### config.mk
export PLATFORM = sky130hd
export DESIGN_NAME = command_decoder
export DESIGN_NICKNAME = d
export VERILOG_FILES = /design/src/vec_in_pkg.sv /design/src/command_decoder.sv
export SDC_FILE = /design/constraint.sdc
export NUM_CORES = 1
export LEC_CHECK = 0
export BUFFER_PORTS_ARGS = -buffer_cell sky130_fd_sc_hd__buf_2
export CORE_MARGIN = 4
export CORE_UTILIZATION = 30
export CTS_CLUSTER_SIZE = 10
export DETAILED_ROUTE_END_ITERATION = 16
export PLACE_DENSITY = 0.68
export SLEW_MARGIN = 20
export SYNTH_ARGS = -nofsm -noshare
export SYNTH_HDL_FRONTEND = slang
export SYNTH_SLANG_ARGS = --single-unit
### constraint.sdc
create_clock -name clk -period 2.1 [get_ports clk]
set_input_delay 0.315 -clock clk [delete_from_list [all_inputs] [get_ports clk]]
set_output_delay 0.315 -clock clk [all_outputs]
set_load 0.05 [all_outputs]
### src/vec_in_pkg.sv
`default_nettype none

package vec_in_pkg;

    localparam int ADDR_W   = 10;                 // vector memory address width
    localparam int DATA_W   = 10;                 // element width
    localparam int OP_COUNT = 7;                  // width of one-hot op field

    localparam int CMD_WRITE_BIT = 0;             // write flag inside command word
    localparam int CMD_SEL_BIT   = OP_COUNT;      // bram select, 0 = a, 1 = b

    typedef logic [DATA_W-1:0] word_t;            // one vector element
    typedef logic [ADDR_W-1:0] addr_t;            // one memory address

    // opcode field carried in bits 2:0 of a command byte
    typedef enum logic [2:0] {
        OP_WRITE   = 3'd0,                        // load a vector from the link
        OP_READ    = 3'd1,
        OP_SUM     = 3'd2,
        OP_AVG     = 3'd3,
        OP_EUC     = 3'd4,                        // euclidean distance
        OP_MAN     = 3'd5,                        // manhattan distance
        OP_DOT     = 3'd6,                        // dot product
        OP_INVALID = 3'd7                         // never accepted
    } opcode_e;

    // {bram sel, dot, man, euc, avg, sum, read, write}
    typedef logic [OP_COUNT:0] command_t;

    // a received byte, seen as a command or as element data
    typedef union packed {
        struct packed {
            logic       bram_sel;                 // target memory
            logic [3:0] unused;                   // ignored by the decoder
            opcode_e    opcode;
        } cmd;
        logic [7:0] data;                         // raw payload byte
    } rx_byte_u;

endpackage

`default_nettype wire

### src/command_decoder.sv
`timescale 1ns/1ps
`default_nettype none

module command_decoder import vec_in_pkg::*; (
    input  logic     clk,
    input  logic     rst,
    input  logic     byte_accept,                 // byte taken from the link this cycle
    input  rx_byte_u rx_byte,
    input  logic     write_done,                  // completion of a write
    input  logic     op_done,                     // completion of any other op
    output command_t command                      // held command word
);

    logic                cmd_idle;                // no command in progress
    logic                cmd_complete;            // completion matching active op
    logic [OP_COUNT-1:0] op_onehot;               // decoded opcode of incoming byte
    logic                op_valid;                // opcode is one of the seven

    assign cmd_idle = (command[OP_COUNT-1:0] == '0); // select bit alone never held

    // write finishes on write_done, every other op on op_done
    assign cmd_complete = command[CMD_WRITE_BIT] ? write_done : op_done;

    assign op_valid = (op_onehot != '0);

    always_comb begin
        op_onehot = '0;
        case (rx_byte.cmd.opcode)
            OP_WRITE:   op_onehot[0] = 1'b1;
            OP_READ:    op_onehot[1] = 1'b1;
            OP_SUM:     op_onehot[2] = 1'b1;
            OP_AVG:     op_onehot[3] = 1'b1;
            OP_EUC:     op_onehot[4] = 1'b1;
            OP_MAN:     op_onehot[5] = 1'b1;
            OP_DOT:     op_onehot[6] = 1'b1;
            OP_INVALID: op_onehot    = '0;        // dropped, command stays empty
            default:    op_onehot    = '0;
        endcase
    end

    always_ff @(posedge clk) begin
        if (rst) begin
            command <= '0;
        end else if (cmd_idle) begin
            // bytes only count as commands while nothing is active
            if (byte_accept && op_valid) begin
                command <= {rx_byte.cmd.bram_sel, op_onehot};
            end
        end else if (cmd_complete) begin
            command <= '0;                        // back to idle, ready for next byte
        end
    end

endmodule

`default_nettype wire

# Word level (Yosys, flattened, before mapping)
# Cells that the tools add are included.
# Widths: inputs -> output; s select.
dict set report classes {
  n_eq_ne 7
  n_mux 11
  reduce_logical 6
}
# op n
set ops {}
lappend ops {{$mux 8} 3}
lappend ops {{$eq 3x3->1 const B} 3}
lappend ops {{$mux 1} 8}
lappend ops {{$logic_not 7->1} 1}
lappend ops {{$reduce_bool 7->1} 1}
lappend ops {{$eq 3x2->1 const B} 2}
lappend ops {{$eq 3x1->1 const B} 1}
lappend ops {{$logic_not 3->1} 1}
lappend ops {{$ne 2x1->1 const B} 1}
lappend ops {{$reduce_and 2->1} 1}
lappend ops {{$reduce_bool 2->1} 1}
lappend ops {{$logic_and 1x1->1} 1}
dict set report word_totals {
  regBits 8
  inputBits 13
  out_inout_bits 8
  word_cells 25
}

# Logic depth before layout (Yosys ltp)
dict set report logic_depth {
  depth_word 6
  ltp_mapped 4
  mapped_depth_nobuf 4
}

# Worst setup path after synthesis
# Ideal clock, no wire load.
dict set report synth_timing {
  kind {flip-flop to flip-flop}
  from {reg command[0]}
  to {reg command[2]}
  setup_ps 72
  arrival_time_ps 1917
  required_time_ps 2028
  setup_slack_ps 111
  stages_incl_launch_ff 5
  path_buffers 0
  period_less_slack_ps 1989
  path_cell_list {dfxtp_1 or4_4 nor4_4 mux2i_1 mux2i_1}
}
dict set report synth_between {
  elab_chain_cells 3
  word_cells_on_any_way 6
  cone_classes {eq/ne (1); mux (2); reduce/logical (3)}
}
# element line_no
set synth_rtl {}
lappend synth_rtl {{from (decl)} command_decoder.sv:11} ;# output command_t command
lappend synth_rtl {{from (signal assigned)} command_decoder.sv:47} ;# command <= {rx_byte.cmd.bram_sel, op_onehot};
lappend synth_rtl {{$logic_not 7->1 or $mux 1 (tied branches)} {command_decoder.sv:19, command_decoder.sv:22}}
lappend synth_rtl {{$ne 2x1->1 (no line) or $reduce_bool 2->1 (tied branches)} n/a}
lappend synth_rtl {{$reduce_and 2->1 (no line)} n/a}
# Parallel ways exist; a longest one is shown, timed or not.
# A chain may end at the register's enable or synchronous reset.

# Worst setup path in the final report
dict set report layout_timing {
  from {reg command[0]}
  to {reg command[0]}
}
# Same word-level chain as after synthesis.

==> report_table.html <==
<table>
<tr><th>Metric</th><th>Value</th></tr>
<tr><th colspan="2">Run status</th></tr>
<tr><td>Status</td><td>completed</td></tr>
<tr><th colspan="2">Pwr</th></tr>
<tr><td>Leak</td><td>0.231 nW</td></tr>
<tr><td>IR drop worst, VDD</td><td>around 340 µV</td></tr>
<tr><td>Power density cells</td><td>~700 nW/µm²</td></tr>
<tr><th colspan="2">Clock tree</th></tr>
<tr><td>Level count of the clock H-tree</td><td>1</td></tr>
<tr><td>Number of setup buffers added after CTS</td><td>0</td></tr>
<tr><td>CTS sink cnt</td><td>8</td></tr>
<tr><td>Clock network latency to the later pin of the worst-skew pair</td><td>between 0.2 and 0.3 ns</td></tr>
<tr><td>Deepest clock path buffer count</td><td>2</td></tr>
<tr><td>Hold_buf cts</td><td>0</td></tr>
<tr><td>Gates resized, CTS repair</td><td>0</td></tr>
<tr><td>CTS root buf</td><td>sky130_fd_sc_hd__clkbuf_4</td></tr>
<tr><td>Cts bufs inserted</td><td>3</td></tr>
<tr><td>Clock transition at the registers of the reported paths</td><td>roughly 0.050 ns</td></tr>
<tr><td>CTS tree</td><td>yes</td></tr>
<tr><th colspan="2">Synth</th></tr>
<tr><td>Syn_area_per_cell</td><td>9.31 µm²</td></tr>
<tr><td>Largest cells by area after synthesis</td><td>sky130_fd_sc_hd__dfxtp_1, sky130_fd_sc_hd__nand2b_1, sky130_fd_sc_hd__o32ai_1, sky130_fd_sc_hd__mux2i_1, sky130_fd_sc_hd__nor4_4</td></tr>
<tr><td>Sequential element share of the synthesized area</td><td>40.0%</td></tr>
<tr><td>Netlist area before placement</td><td>400 µm²</td></tr>
<tr><td>Area share of the largest cell type after synthesis</td><td>around two fifths</td></tr>
<tr><td>Number of register bits inferred by synthesis</td><td>8</td></tr>
<tr><td>Syn. warnings</td><td>0</td></tr>
<tr><td>Number of distinct library cells after synthesis</td><td>16</td></tr>
<tr><td>Biggest area consumer among synthesized cells</td><td>sky130_fd_sc_hd__dfxtp_1</td></tr>
<tr><td>Synthesized netlist net count</td><td>between 50 and 60</td></tr>
<tr><td>Number of instances in the synthesized netlist</td><td>43</td></tr>
<tr><th colspan="2">Setup path</th></tr>
<tr><td>Ordered list of cells on the worst path</td><td>or4_4, nor2_1, nand3b_1, o32ai_1</td></tr>
<tr><td>Slowest cell delay on critical path</td><td>0.56 ns</td></tr>
<tr><td>Data required time of the worst path</td><td>2.26 ns</td></tr>
<tr><td>Element type at the critical path start</td><td>flop</td></tr>
<tr><td>Worst endpoint data arrival time</td><td>1.91 ns</td></tr>
<tr><td>Total buffers and inverters traversed by the critical path</td><td>0</td></tr>
<tr><td>Family with the most delay on the worst path</td><td>simple AND/OR/NAND/NOR gates</td></tr>
<tr><td>Type of the worst setup path</td><td>flop to flop</td></tr>
<tr><td>Slowest-stage cell, CP</td><td>sky130_fd_sc_hd__or4_4</td></tr>
<tr><td>Critical Path Sink Type</td><td>flop</td></tr>
<tr><td>Highest fanout seen on the critical path</td><td>5</td></tr>
<tr><th colspan="2">Cells and area</th></tr>
<tr><td>Diode count</td><td>0</td></tr>
<tr><td>Number of non-filler instances in the completed layout</td><td>77</td></tr>
<tr><td>Biggest register</td><td>command</td></tr>
<tr><td>Post-route core utilization</td><td>44.5%</td></tr>
<tr><td>Fraction of final layout cells sized beyond drive strength 1</td><td>a little over a third</td></tr>
<tr><td>Largest registers</td><td>command: 8 flops</td></tr>
<tr><td>Layout area overhead</td><td>31.9%</td></tr>
<tr><td>Nets</td><td>a little under 80</td></tr>
<tr><td>Number of flip-flops under the largest register name</td><td>8</td></tr>
<tr><td>Non-Filler Cell Area, Final</td><td>about 530 µm²</td></tr>
<tr><th colspan="2">Floorplanning</th></tr>
<tr><td>Core Footprint</td><td>roughly 1200 µm²</td></tr>
<tr><td>I/O pin cnt</td><td>21</td></tr>
<tr><td>Die width</td><td>~45 µm</td></tr>
<tr><td>Number of placement rows</td><td>12</td></tr>
<tr><td>Initial Util</td><td>33.8%</td></tr>
<tr><td>Die Height</td><td>about 45 µm</td></tr>
<tr><td>Die area</td><td>around 2000 µm²</td></tr>
<tr><th colspan="2">Run</th></tr>
<tr><td>Number of max-cap violations</td><td>0</td></tr>
<tr><th colspan="2">Detailed routing</th></tr>
<tr><td>Sum of routed wire length over all layers</td><td>a little over 900 µm</td></tr>
<tr><td>Top layer reached by signal wires</td><td>met4</td></tr>
<tr><td>Drt wl/cell</td><td>around 12 µm</td></tr>
<tr><td>Wire length the detailed router placed on met1</td><td>459 µm</td></tr>
<tr><td>Pre-antenna DRT Iters</td><td>4</td></tr>
<tr><td>Number of remaining DRC errors</td><td>0</td></tr>
<tr><td>Met3 layer wire length in the routed design</td><td>approximately 70 µm</td></tr>
<tr><td>Total length of routed met2 wires</td><td>between 300 and 400 µm</td></tr>
<tr><td>Total vias in the final route</td><td>a little under 400</td></tr>
<tr><td>Post-DR vias/cell</td><td>roughly 5.0</td></tr>
<tr><td>Initial DRC Count</td><td>12</td></tr>
<tr><td>Antenna Nets Post-Route</td><td>0</td></tr>
<tr><th colspan="2">Placed design</th></tr>
<tr><td>Number of placed cells counting well taps</td><td>74</td></tr>
<tr><td>Number of input and output port buffers inserted</td><td>16</td></tr>
<tr><td>Area post-placement</td><td>a little over 500 µm²</td></tr>
<tr><td>Detailed placement HPWL</td><td>between 600 and 700 µm</td></tr>
<tr><td>Final weighted congestion in routability-driven placement</td><td>approximately 0.75</td></tr>
<tr><th colspan="2">STA</th></tr>
<tr><td>Shortest clock period the worst path allows after layout</td><td>~1.8 ns</td></tr>
<tr><td>Largest clock skew in the final design</td><td>between 0.004 and 0.005 ns</td></tr>
<tr><td>Achievable Freq</td><td>~570 MHz</td></tr>
<tr><td>RSZ-0062 raised after global routing</td><td>false</td></tr>
<tr><td>Slew at the pin with the worst max-slew slack</td><td>about 0.34 ns</td></tr>
<tr><td>Final setup violation count</td><td>0</td></tr>
<tr><td>Final Hold Fails</td><td>0</td></tr>
<tr><td>Worst hold slack across all endpoints</td><td>0.304 ns</td></tr>
<tr><td>Slew Limit Headroom</td><td>a little under 80%</td></tr>
<tr><td>Total count of max-transition violations in the final report</td><td>0</td></tr>
<tr><td>Share of the cycle needed by the critical path after routing</td><td>between 80% and 90%</td></tr>
<tr><td>Setup tns final</td><td>0 ns</td></tr>
<tr><th colspan="2">Global routing</th></tr>
<tr><td>Largest net degree at the start of global routing</td><td>10</td></tr>
<tr><td>Initial antenna violation count</td><td>0</td></tr>
<tr><td>Overall global routing resource usage</td><td>approximately 10%</td></tr>
<tr><td>Wire length of the first global-routing pass</td><td>1.44 mm</td></tr>
<tr><td>Number of global-route vias before repair</td><td>340</td></tr>
<tr><td>Overall overflow remaining after global route</td><td>0</td></tr>
<tr><th colspan="2">Worst hold path</th></tr>
<tr><td>Class of the worst hold path</td><td>input pin to flop</td></tr>
</table>
==> where the power goes <==
group          switching, W  internal, W  leakage [nW]  total (W)
registers        0.00000510     0.000158        0.0649   0.000163
clock network     0.0000505    0.0000653        0.0138   0.000116
logic             0.0000512    0.0000324         0.152  0.0000836
total              0.000107     0.000255         0.231   0.000362
==> cell usage in the layout (no fill, tap or decap), drive strengths merged, types with 3 or more instances in the layout <==
master	instances
nand4	3
o32ai	4
inv	3
mux2i	3
o21ai	3
buf	17
dfxtp	8
clkbuf	3
nand2b	6
==> final timing paths <==
path / startpoint / endpoint / slack, ns / depth (start not counted)
worst max register to register: command[0] / command[0] / 0.34 / 4
worst min-delay path: rx_byte[7] / command[7] / 0.30 / 3
worst min register to register: command[2] / command[2] / 0.49 / 2
worst max-delay path: command[0] / command[0] / 0.34 / 4
==> Yosys cell counts <==
cell type	count
sky130_fd_sc_hd__nand4_1	3
sky130_fd_sc_hd__nand2b_1	6
sky130_fd_sc_hd__inv_1	3
sky130_fd_sc_hd__nor2_1	2
sky130_fd_sc_hd__nor4_4	1
sky130_fd_sc_hd__or2b_1	1
sky130_fd_sc_hd__or4_4	1
sky130_fd_sc_hd__nand3b_1	1
sky130_fd_sc_hd__or4_1	1
sky130_fd_sc_hd__dfxtp_1	8
sky130_fd_sc_hd__nor2b_1	2
sky130_fd_sc_hd__nand2_1	2
sky130_fd_sc_hd__o32ai_1	4
sky130_fd_sc_hd__nand3_1	2
sky130_fd_sc_hd__o21ai_0	3
sky130_fd_sc_hd__mux2i_1	3
==> logic make-up (layout without fill, tap and decap cells) <==
group,after synthesis,in the layout,share of synthesized area (%)
AND/OR/NAND/NOR,22,22,37.2
flip-flops,8,8,40.0
AO/OA/AOI/OAI,7,7,12.5
multiplexers,3,3,7.50
buffers and inverters,3,23,2.81
==> routing by layer <==
| layer | vias up | global-route usage [%] |
|---|---|---|
| met5 | - | 0 |
| met4 | 0 | 9.04 |
| met3 | 2 | 1.22 |
| met2 | 23 | 12.9 |
| met1 | 162 | 14.2 |
| li1 | 201 | - |
==> worst reg2reg max path, cell delays in order, from the launching register on <==
cell	delay, ns
sky130_fd_sc_hd__dfxtp_1	0.34
sky130_fd_sc_hd__or4_4	0.56
sky130_fd_sc_hd__nor2_1	0.31
sky130_fd_sc_hd__nand3b_1	0.20
sky130_fd_sc_hd__o32ai_1	0.25
==> metrics by stage <==
step	power, W	worst slack (ns)
6_report	0.000362	0.343
5_1_grt	0.000379	0.203
4_1_cts	0.000365	0.345
3_3_place_gp	0.000249	0.372
3_5_place_dp	0.000249	0.351
2_1_floorplan	0.000220	0.111
==> cell type report <==
type / count / area (µm²)
fill: 119 / 658
clock buffer: 3 / 22.5
sequential: 8 / 160
inverter: 3 / 11.3
timing repair buffer: 17 / 87.6
tap: 14 / 17.5
multi-input combinational: 32 / 229
(Power assumes the default switching activity.)
