[src/vec_in_pkg.sv]
`default_nettype none

package vec_in_pkg;

    localparam int ADDR_W   = 10;                 // vector memory address width
    localparam int DATA_W   = 10;                 // element width
    localparam int OP_COUNT = 7;                  // width of one-hot op field

    localparam int CMD_WRITE_BIT = 0;             // write flag inside command word
    localparam int CMD_SEL_BIT   = OP_COUNT;      // bram select, 0 = a, 1 = b

    typedef logic [DATA_W-1:0] word_t;            // one vector element
    typedef logic [ADDR_W-1:0] addr_t;            // one memory address

    // opcode field carried in bits 2:0 of a command byte
    typedef enum logic [2:0] {
        OP_WRITE   = 3'd0,                        // load a vector from the link
        OP_READ    = 3'd1,
        OP_SUM     = 3'd2,
        OP_AVG     = 3'd3,
        OP_EUC     = 3'd4,                        // euclidean distance
        OP_MAN     = 3'd5,                        // manhattan distance
        OP_DOT     = 3'd6,                        // dot product
        OP_INVALID = 3'd7                         // never accepted
    } opcode_e;

    // {bram sel, dot, man, euc, avg, sum, read, write}
    typedef logic [OP_COUNT:0] command_t;

    // a received byte, seen as a command or as element data
    typedef union packed {
        struct packed {
            logic       bram_sel;                 // target memory
            logic [3:0] unused;                   // ignored by the decoder
            opcode_e    opcode;
        } cmd;
        logic [7:0] data;                         // raw payload byte
    } rx_byte_u;

endpackage

`default_nettype wire

[src/write_ctrl.sv]
`timescale 1ns/1ps
`default_nettype none

module write_ctrl import vec_in_pkg::*; #(
    parameter int num_elements = 1024             // elements per vector write
) (
    input  logic     clk,
    input  logic     rst,
    input  logic     byte_accept,                 // byte taken from the link
    input  rx_byte_u rx_byte,
    input  logic     write_en,                    // write bit of the held command
    input  logic     bram_sel,                    // 0 = memory a, 1 = memory b
    output logic     wea_a,                       // one-cycle write strobe, memory a
    output logic     wea_b,                       // one-cycle write strobe, memory b
    output addr_t    write_addr,                  // element index, doubles as counter
    output word_t    write_data,                  // assembled element
    output logic     write_done                   // pulse after the final write
);

    localparam addr_t last_addr = addr_t'(num_elements - 1);

    logic       hi_phase;                         // next data byte is the high byte
    logic       last_seen;                        // final element already taken
    logic [7:0] low_byte;                         // held low byte of current element
    logic       data_accept;                      // byte belongs to the write stream
    logic       low_accept;
    logic       high_accept;                      // element complete this cycle
    logic       mem_write;                        // a memory write happens this cycle

    // stream closes after the last element until the command drops
    assign data_accept = byte_accept && write_en && !last_seen;
    assign low_accept  = data_accept && !hi_phase;
    assign high_accept = data_accept && hi_phase;
    assign mem_write   = wea_a || wea_b;

    always_ff @(posedge clk) begin
        if (rst) begin
            hi_phase   <= 1'b0;
            last_seen  <= 1'b0;
            wea_a      <= 1'b0;
            wea_b      <= 1'b0;
            write_addr <= '0;
            write_done <= 1'b0;
        end else begin
            wea_a <= high_accept && !bram_sel;    // strobe lasts one cycle
            wea_b <= high_accept && bram_sel;

            // done one cycle after the final element is stored
            write_done <= mem_write && last_seen;

            // address moves on once the current element is written
            if (mem_write) begin
                write_addr <= last_seen ? '0 : write_addr + 1'b1;
            end

            if (!write_en) begin
                hi_phase  <= 1'b0;                // idle, realign to a low byte
                last_seen <= 1'b0;
            end else if (data_accept) begin
                hi_phase <= !hi_phase;
                if (hi_phase && (write_addr == last_addr)) begin
                    last_seen <= 1'b1;            // high byte of element n-1
                end
            end
        end
    end

    // element payload, bits 9:8 come from the high byte
    always_ff @(posedge clk) begin
        if (low_accept) begin
            low_byte <= rx_byte.data;
        end
        if (high_accept) begin
            write_data <= {rx_byte.data[DATA_W-9:0], low_byte};
        end
    end

endmodule

`default_nettype wire

[config.mk]
export PLATFORM = sky130hd
export DESIGN_NAME = write_ctrl
export DESIGN_NICKNAME = d
export VERILOG_FILES = /design/src/vec_in_pkg.sv /design/src/write_ctrl.sv
export SDC_FILE = /design/constraint.sdc
export NUM_CORES = 1
export LEC_CHECK = 0
export BUFFER_PORTS_ARGS = -buffer_cell sky130_fd_sc_hd__buf_2
export CAP_MARGIN = 15
export CELL_PAD_IN_SITES_DETAIL_PLACEMENT = 0
export CELL_PAD_IN_SITES_GLOBAL_PLACEMENT = 2
export CORE_MARGIN = 2
export CORE_UTILIZATION = 34
export DETAILED_ROUTE_END_ITERATION = 16
export PLACE_DENSITY = 0.79
export SYNTH_ARGS = -nofsm -noshare
export SYNTH_HDL_FRONTEND = slang
export SYNTH_SLANG_ARGS = --single-unit
[constraint.sdc]
create_clock -name clk -period 3.7 [get_ports clk]
set_input_delay 0.37 -clock clk [delete_from_list [all_inputs] [get_ports clk]]
set_output_delay 0.37 -clock clk [all_outputs]
set_load 0.05 [all_outputs]
== Yosys cells after proc, flatten, opt, wreduce, memory -nomap -nowiden ==
Index checks and enable logic that the tools add are counted.
Widths: inputs -> output; s select.

* Register bits: 33
* Bits in latches: 0
* RAM bits: 0
* Bits in read-only memories: 0
* Input port bits: 13
* Logic and storage cells: 26
* Memories: 0

* Add/sub/neg operators: 1
* Multipliers: 0
* Div/mod/pow operators: 0
* $lt $le $gt $ge: 0
* Equality and inequality tests: 1
* Shifts and indexed selects: 0
* Muxes and demuxes: 1
* Bitwise logic cells: 1
* Reductions and logical operators: 14

{| class="wikitable"
|+ Operator list
! operator !! number
|-
| $add 10x1->10 const B || 1
|-
| $eq 10x10->1 const B || 1
|-
| $mux 10 || 1
|-
| $logic_and 1x1->1 || 8
|-
| $logic_not 1->1 || 3
|-
| $reduce_and 2->1 || 1
|-
| $reduce_or 2->1 || 1
|-
| $logic_or 1x1->1 || 1
|-
| $not 1->1 || 1
|}

== Longest topological paths before layout ==
Gate-level depths: netlist (run 1).

* Depth in word-level cells: 4
* Depth in mapped cells: 4
* Mapped depth without buffers: 4

== Worst setup path before layout (run 1) ==
OpenSTA, ideal clock, no wires.

* Path kind: flip-flop to flip-flop
* From: reg write_addr[0]
* To: reg last_seen
* Library setup time: 0.070 ns
* Data arrival time: 1.724 ns
* Data required time: 3.630 ns
* Slack: 1.906 ns
* Cell stages (with the launch flop): 5
* Period minus slack after synthesis: 1.794 ns
* Cells stage by stage: dfxtp_1 > ha_1 > nand3_1 > or4_1 > a21oi_1

* Cells in the longest elaborated chain, start to end: 3

{| class="wikitable"
|+ Ends and longest elaborated chain
! item !! line !! source
|-
| from (decl) || write_ctrl.sv:15 || <nowiki>output addr_t write_addr,</nowiki>
|-
| from (signal assigned) || write_ctrl.sv:53 || <nowiki>write_addr <= last_seen ? '0 : write_addr + 1'b1;</nowiki>
|-
| $eq 10x10->1 || write_ctrl.sv:61 || <nowiki>if (hi_phase && (write_addr == last_addr)) begin</nowiki>
|-
| $logic_and 1x1->1 || write_ctrl.sv:61 ||
|-
| $reduce_and 2->1 (no line) || n/a ||
|-
| to (signal assigned) || write_ctrl.sv:39 || <nowiki>last_seen <= 1'b0;</nowiki>
|-
| to (signal assigned) || write_ctrl.sv:58 || <nowiki>last_seen <= 1'b0;</nowiki>
|-
| to (signal assigned) || write_ctrl.sv:62 || <nowiki>last_seen <= 1'b1;</nowiki>
|-
| to (decl) || write_ctrl.sv:23 || <nowiki>logic last_seen;</nowiki>
|}

Every way passes these cells.
A chain may end at the register's enable or synchronous reset.

== Worst setup path in the final report (run 1) ==
Same ends and word-level chain as after synthesis.

==> summary.txt, run 1 <==
Final layout
  • Area growth, synth to finish: 23.4%
  • Share of cells above drive strength 1: 0.326
  • Nets: 145
  • Final cell count without fillers: 178
  • # diodes: 0
  • Final Util: 0.439

Critical path
  • Worst-path fanout max: 5
  • CP Launch Type: flop
  • WS Path Type: reg2reg
  • Buf/Inv on CP: 0
  • Critical Path, Cell by Cell: ha_1, nand3_1, or4_1, a21oi_1
  • Critical Path RT: 3.94 ns
  • CP peak stage delay: 0.53 ns
  • Crit end category: flop
  • Critical Path AT: 1.79 ns
  • Delay-heaviest family, CP: simple AND/OR/NAND/NOR gates
  • Slowest CP cell: or4_1

Floorplan
  • Core footprint: 3340 um^2
  • Total die area: 3980 um^2
  • Starting Density: 0.355
  • Ports: 36
  • Die Span Y: 63.1 um
  • Die width: 63.1 um
  • Row cnt: 21

STA
  • Post-Route Skew: 0.00499 ns
  • Setup violators final: 0
  • Slew Limit Fails: 0
  • Max Fclk: 648 MHz
  • Rel. slew slack: 0.593
  • Setup ws final: 2.16 ns
  • Worst-Margin Slew: 0.609 ns
  • Period utilisation layout: 0.417
  • Fin. Hold Viols: 0
  • Fin crit period: 1.54 ns
  • Setup total negative slack: 0 ns
  • RSZ-0062 raised after global routing: no

Global routing
  • Global route overflow: 0
  • Largest net degree at the start of global routing: 11
  • Met2 usage: 0.193
  • Antenna violations before repair: 0
  • Met3 Resource Use GR: 0.0554
  • GR Util met1: 0.130
  • Busiest grt layer: met2
  • Gr usage total: 0.117
  • Vias in the first global route: 794
  • First-pass GRT wire length: 3590 um

Clock network
  • Reg clk slew, reported paths: 0.09 ns
  • Post-CTS Setup Inserts: 0
  • Clk sinks: 33
  • Cts bufs inserted: 5
  • Clock Tree Buf Depth: 2
  • Clk_lat worst skew: 0.31 ns
  • CTS resizes: 0
  • H-tree depth: 2
  • CTS root buf: clkbuf_4
  • # hold bufs at CTS: 0
  • TritonCTS clock tree: done

Drt
  • # DRC: 0
  • DRT Pass-1 Iters: 4
  • Routed wire length per instance: 11.9 um
  • Vias post-DR: 861
  • Vias/cell: 4.84
  • Drt total wl: 2120 um
  • Iter 0 DRT Violations: 17
  • Antenna Violating Nets Remaining: 0

Logic synthesis
  • Ys async rst share: 0
  • Synth area leader: edfxtp_1
  • Seq cells post-synth: 33
  • Main area contributors after synthesis: edfxtp_1 46%, dfxtp_1 25%, a21oi_1 3.4%
  • Synthesized instance count: 90
  • Post-synth EDFFs: 18
  • Ys flop type: edfxtp_1
  • Synth top area share: 0.456
  • Syn nets: 104
  • Avg Inst Size Synth: 13.2 um^2
  • Mapped Area: 1190 um^2
  • Synth warn: 0
  • Post-synthesis sequential area ratio: 0.709
  • Synth unique cells: 24

Run status
  • Status: finished, final reports clean

Placed design
  • Dpl ws: 2.11 ns
  • Routability congestion estimate: 0.711
  • Inst Count DP: 170
  • Detailed Place HPWL: 1600 um
  • PortBufs: 35

Min path
  • Worst Hold Class: in2reg

Run
  • Max-cap violations: 0

Pwr
  • Leak Pwr: 0.000551 uW
  • Maximum VDD drop: 0.146 mV
  • Power Total: 593 uW
  • Pwr per Cell Area: 405 nW/um^2
-- layout by cell type, fill, tap and decap left out, drive strengths merged, types with 2 or more instances in the layout --
cell	count
nand2	4
nor2	7
dfxtp	15
buf	35
clkbuf	7
edfxtp	18
o21ai	6
inv	2
a21oi	8
or3	3
o31ai	3
nand2b	2
nand3	5
xor2	3
or4	4
-- synth_stat cells, types with 2 or more instances --
library cell and number:
edfxtp_1 18, dfxtp_1 15, a21oi_1 8, nor2_1 7, o21ai_0 6, nand3_1 5
nand2_1 4, or4_1 4, o31ai_1 3, xor2_1 3, inv_1 2, nand2b_1 2
or3_2 2
-- per-layer routing --
metal  routed length (um)  share of wire  vias to the layer above
met4                   15         0.0071                        0
met1                  887           0.42                      408
met2                 1060           0.50                       27
met3                  157          0.074                        2
li1                     -              -                      424
met5                    0              0                        -
-- cells by family (layout without fill, tap and decap cells) --
family,after synthesis,after routing,synth area share
fa+ha+maj,1,1,0.0105
buf+inv,3,45,0.00949
flops,33,33,0.709
compound gates,19,19,0.103
xor+xnor,4,4,0.0295
simple gates,30,30,0.138
-- registers in the layout, indices dropped and copies added (netlist names) --
| register | flops |
|---|---|
| write_addr | 10 |
| write_data | 10 |
| low_byte | 8 |
| hi_phase | 1 |
| last_seen | 1 |
| wea_a | 1 |
| wea_b | 1 |
| write_done | 1 |
-- cell type report --
class                   count  area [um^2]
clock buffers               7         45.0
repair buffers             35          175
inverters                   2         7.51
clock inverters             1         3.75
well taps                  46         57.6
fillers                   341         1870
flip-flops and latches     33          841
multi-input cells          54          334
-- final timing paths --
| kind | from | end | slack (ns) | cells after the start |
|---|---|---|---|---|
| min | bram_sel | wea_a | 0.23 | 2 |
| min reg2reg | low_byte[5] | write_data[5] | 0.43 | 0 |
| max reg2reg | write_addr[0] | last_seen | 2.16 | 4 |
| max | write_addr[0] | last_seen | 2.16 | 4 |
-- power by group --
part | total [uW] | switching (uW) | internal, uW
combinational | 23.3 | 15.4 | 7.90
sequential | 395 | 2.25 | 392
clock | 175 | 102 | 73.0
total | 593 | 120 | 473
-- per-stage QoR --
| stage | hold WS (ns) | area, um^2 |
|---|---|---|
| after global routing | 0.199 | 1460 |
| final | 0.233 | 1460 |
| after CTS | 0.217 | 1460 |
| after floorplan | 0.400 | 1190 |
| after detailed placement | 0.410 | 1420 |
| after global placement | 0.400 | 1420 |
(Power assumes the default switching activity.)
==> run 2, diff against run 1 <==
--- a/config.mk
+++ b/config.mk
@@ -10,9 +10,9 @@
 export CELL_PAD_IN_SITES_DETAIL_PLACEMENT = 0
 export CELL_PAD_IN_SITES_GLOBAL_PLACEMENT = 2
 export CORE_MARGIN = 2
-export CORE_UTILIZATION = 34
+export CORE_UTILIZATION = 32
 export DETAILED_ROUTE_END_ITERATION = 16
-export PLACE_DENSITY = 0.79
+export PLACE_DENSITY = 0.75
 export SYNTH_ARGS = -nofsm -noshare
 export SYNTH_HDL_FRONTEND = slang
 export SYNTH_SLANG_ARGS = --single-unit
==> constraint.sdc (replaced) <==
create_clock -name clk -period 1.6 [get_ports clk]
set_input_delay 0.16 -clock clk [delete_from_list [all_inputs] [get_ports clk]]
set_output_delay 0.16 -clock clk [all_outputs]
set_load 0.05 [all_outputs]
==> summary.txt, run 2 (synthesized netlist as in run 1, its figures left out) <==
Global routing
  • Antenna violations before repair: 0
  • Global route overflow: 0
  • Gr usage total: 0.117
  • Met2 usage: 0.177
  • Vias in the first global route: 793
  • Met3 Resource Use GR: 0.0486
  • Busiest grt layer: met2
  • First-pass GRT wire length: 3640 um
  • Largest net degree at the start of global routing: 11
  • GR Util met1: 0.144

Floorplan
  • Die Span Y: 64.9 um
  • Starting Density: 0.329
  • Die width: 64.9 um
  • Core footprint: 3610 um^2
  • Total die area: 4210 um^2
  • Row cnt: 22
  • Ports: 36

Critical path
  • WS Path Type: reg2reg
  • R2R setup slack: 0.18 ns
  • Critical Path RT: 1.81 ns
  • CP Launch Type: flop
  • Critical Path, Cell by Cell: ha_1, nand3_2, or4_1, a21oi_1
  • Worst-path fanout max: 5
  • CP peak stage delay: 0.51 ns
  • Crit end category: flop
  • Critical Path AT: 1.63 ns
  • Worst Reg2Reg Path Length in Cells: 4
  • Slowest CP cell: or4_1

Pwr
  • Switching pwr: 308 uW
  • Maximum VDD drop: 0.326 mV
  • Leak Pwr: 0.000583 uW
  • Sw Share: 0.194
  • Comb pwr share: 0.035
  • Int Power: 1280 uW
  • Power Total: 1590 uW
  • Power share of the clock group: 0.389
  • Pwr per Cell Area: 1030 nW/um^2
  • Reg power frac: 0.576

Clock network
  • CTS root buf: clkbuf_8
  • Clk_lat worst skew: 0.28 ns
  • H-tree depth: 2
  • TritonCTS clock tree: done
  • Cts bufs inserted: 5
  • Clk sinks: 33
  • Post-CTS Setup Inserts: 0
  • Reg clk slew, reported paths: 0.06 ns
  • Clock Tree Buf Depth: 2

STA
  • Post-Route Skew: 0.00252 ns
  • Fin crit period: 1.42 ns
  • Worst-Margin Slew: 0.426 ns
  • Setup ws final: 0.176 ns
  • Period utilisation layout: 0.890
  • Max Fclk: 702 MHz
  • Setup total negative slack: 0 ns
  • Fin. Hold Viols: 0
  • Rel. slew slack: 0.716
  • Setup violators final: 0
  • Slew Limit Fails: 0
  • RSZ-0062 raised after global routing: no

Placed design
  • Dpl ws: 0.135 ns
  • Routability congestion estimate: 0.734
  • Detailed Place HPWL: 1660 um
  • Inst Count DP: 174
  • PortBufs: 35

Final layout
  • Multi-input logic area: 339 um^2
  • Area growth, synth to finish: 29.3%
  • Nets: 147
  • Leading cell type in the layout, fill and taps excluded: buf_2
  • Commonest non-fill, non-tap cells in the layout: 35 x buf_2, 18 x edfxtp_1, 10 x dfxtp_1
  • Share of cells above drive strength 1: 0.388
  • Final cell count without fillers: 182
  • Biggest regs: write_addr x10, write_data x10, low_byte x8
  • # diodes: 0
  • Final Util: 0.425
  • # fillers: 367
  • FF+latch area: 847 um^2

Run
  • Max-cap violations: 0

Drt
  • Drt total wl: 2240 um
  • # DRC: 0
  • Vias post-DR: 858
  • DRT Pass-1 Iters: 4
  • Vias/cell: 4.71
  • Routed wire length per instance: 12.3 um
  • Antenna Violating Nets Remaining: 0
  • Iter 0 DRT Violations: 44

Run status
  • Status: finished, final reports clean

Min path
  • Hold path cells: 1
  • Worst Hold Class: in2reg
-- run 2: stage by stage --
step / hold WS, ns / instance area, um^2
final: 0.0565 / 1530
after global routing: 0.0461 / 1530
after CTS: 0.0447 / 1530
after detailed placement: 0.339 / 1440
after global placement: 0.338 / 1440
after floorplan: 0.229 / 1190
-- run 2: area by class of cell --
class	count	share of cell area
flip-flops and latches	33	0.552
clock buffers	8	0.0587
multi-input cells	54	0.221
well taps	48	0.0392
repair buffers	37	0.124
inverters	2	0.00489
-- run 2: power groups by stage --
stage          combinational (uW)  clock [uW]  sequential [uW]
3_5_place_dp                 56.6           0              933
3_3_place_gp                 56.4           0              931
5_1_grt                      61.1         684              914
2_1_floorplan                16.5           0              944
4_1_cts                      56.8         649              914
6_report                     55.5         617              914
-- run 2: final timing paths --
kind | start | end
worst max-delay path | write_addr[0] | last_seen
worst min-delay path | rx_byte[7] | low_byte[7]
worst max register to register | write_addr[0] | last_seen
worst min register to register | low_byte[1] | write_data[1]
-- run 2: worst max-delay path, delay by kind of cell (launching register included) --
| kind | cells | cell delay [ns] |
|---|---|---|
| DFF | 1 | 0.37 |
| and+or+nand+nor | 2 | 0.63 |
| AOI/OAI and AO/OA | 1 | 0.15 |
| adders and majority gates | 1 | 0.21 |
-- run 2: routing by layer --
layer / wire [um] / part of all wire
met2: 1020 / 0.46
met5: 0 / 0
met4: 46 / 0.021
met1: 996 / 0.44
met3: 174 / 0.078
-- run 2: what timing repair did --
item | 4_1_cts | 5_1_grt
setup endpoints to repair | 0 | 1
hold buffers | 0 | 0
gates resized for setup | 0 | 1
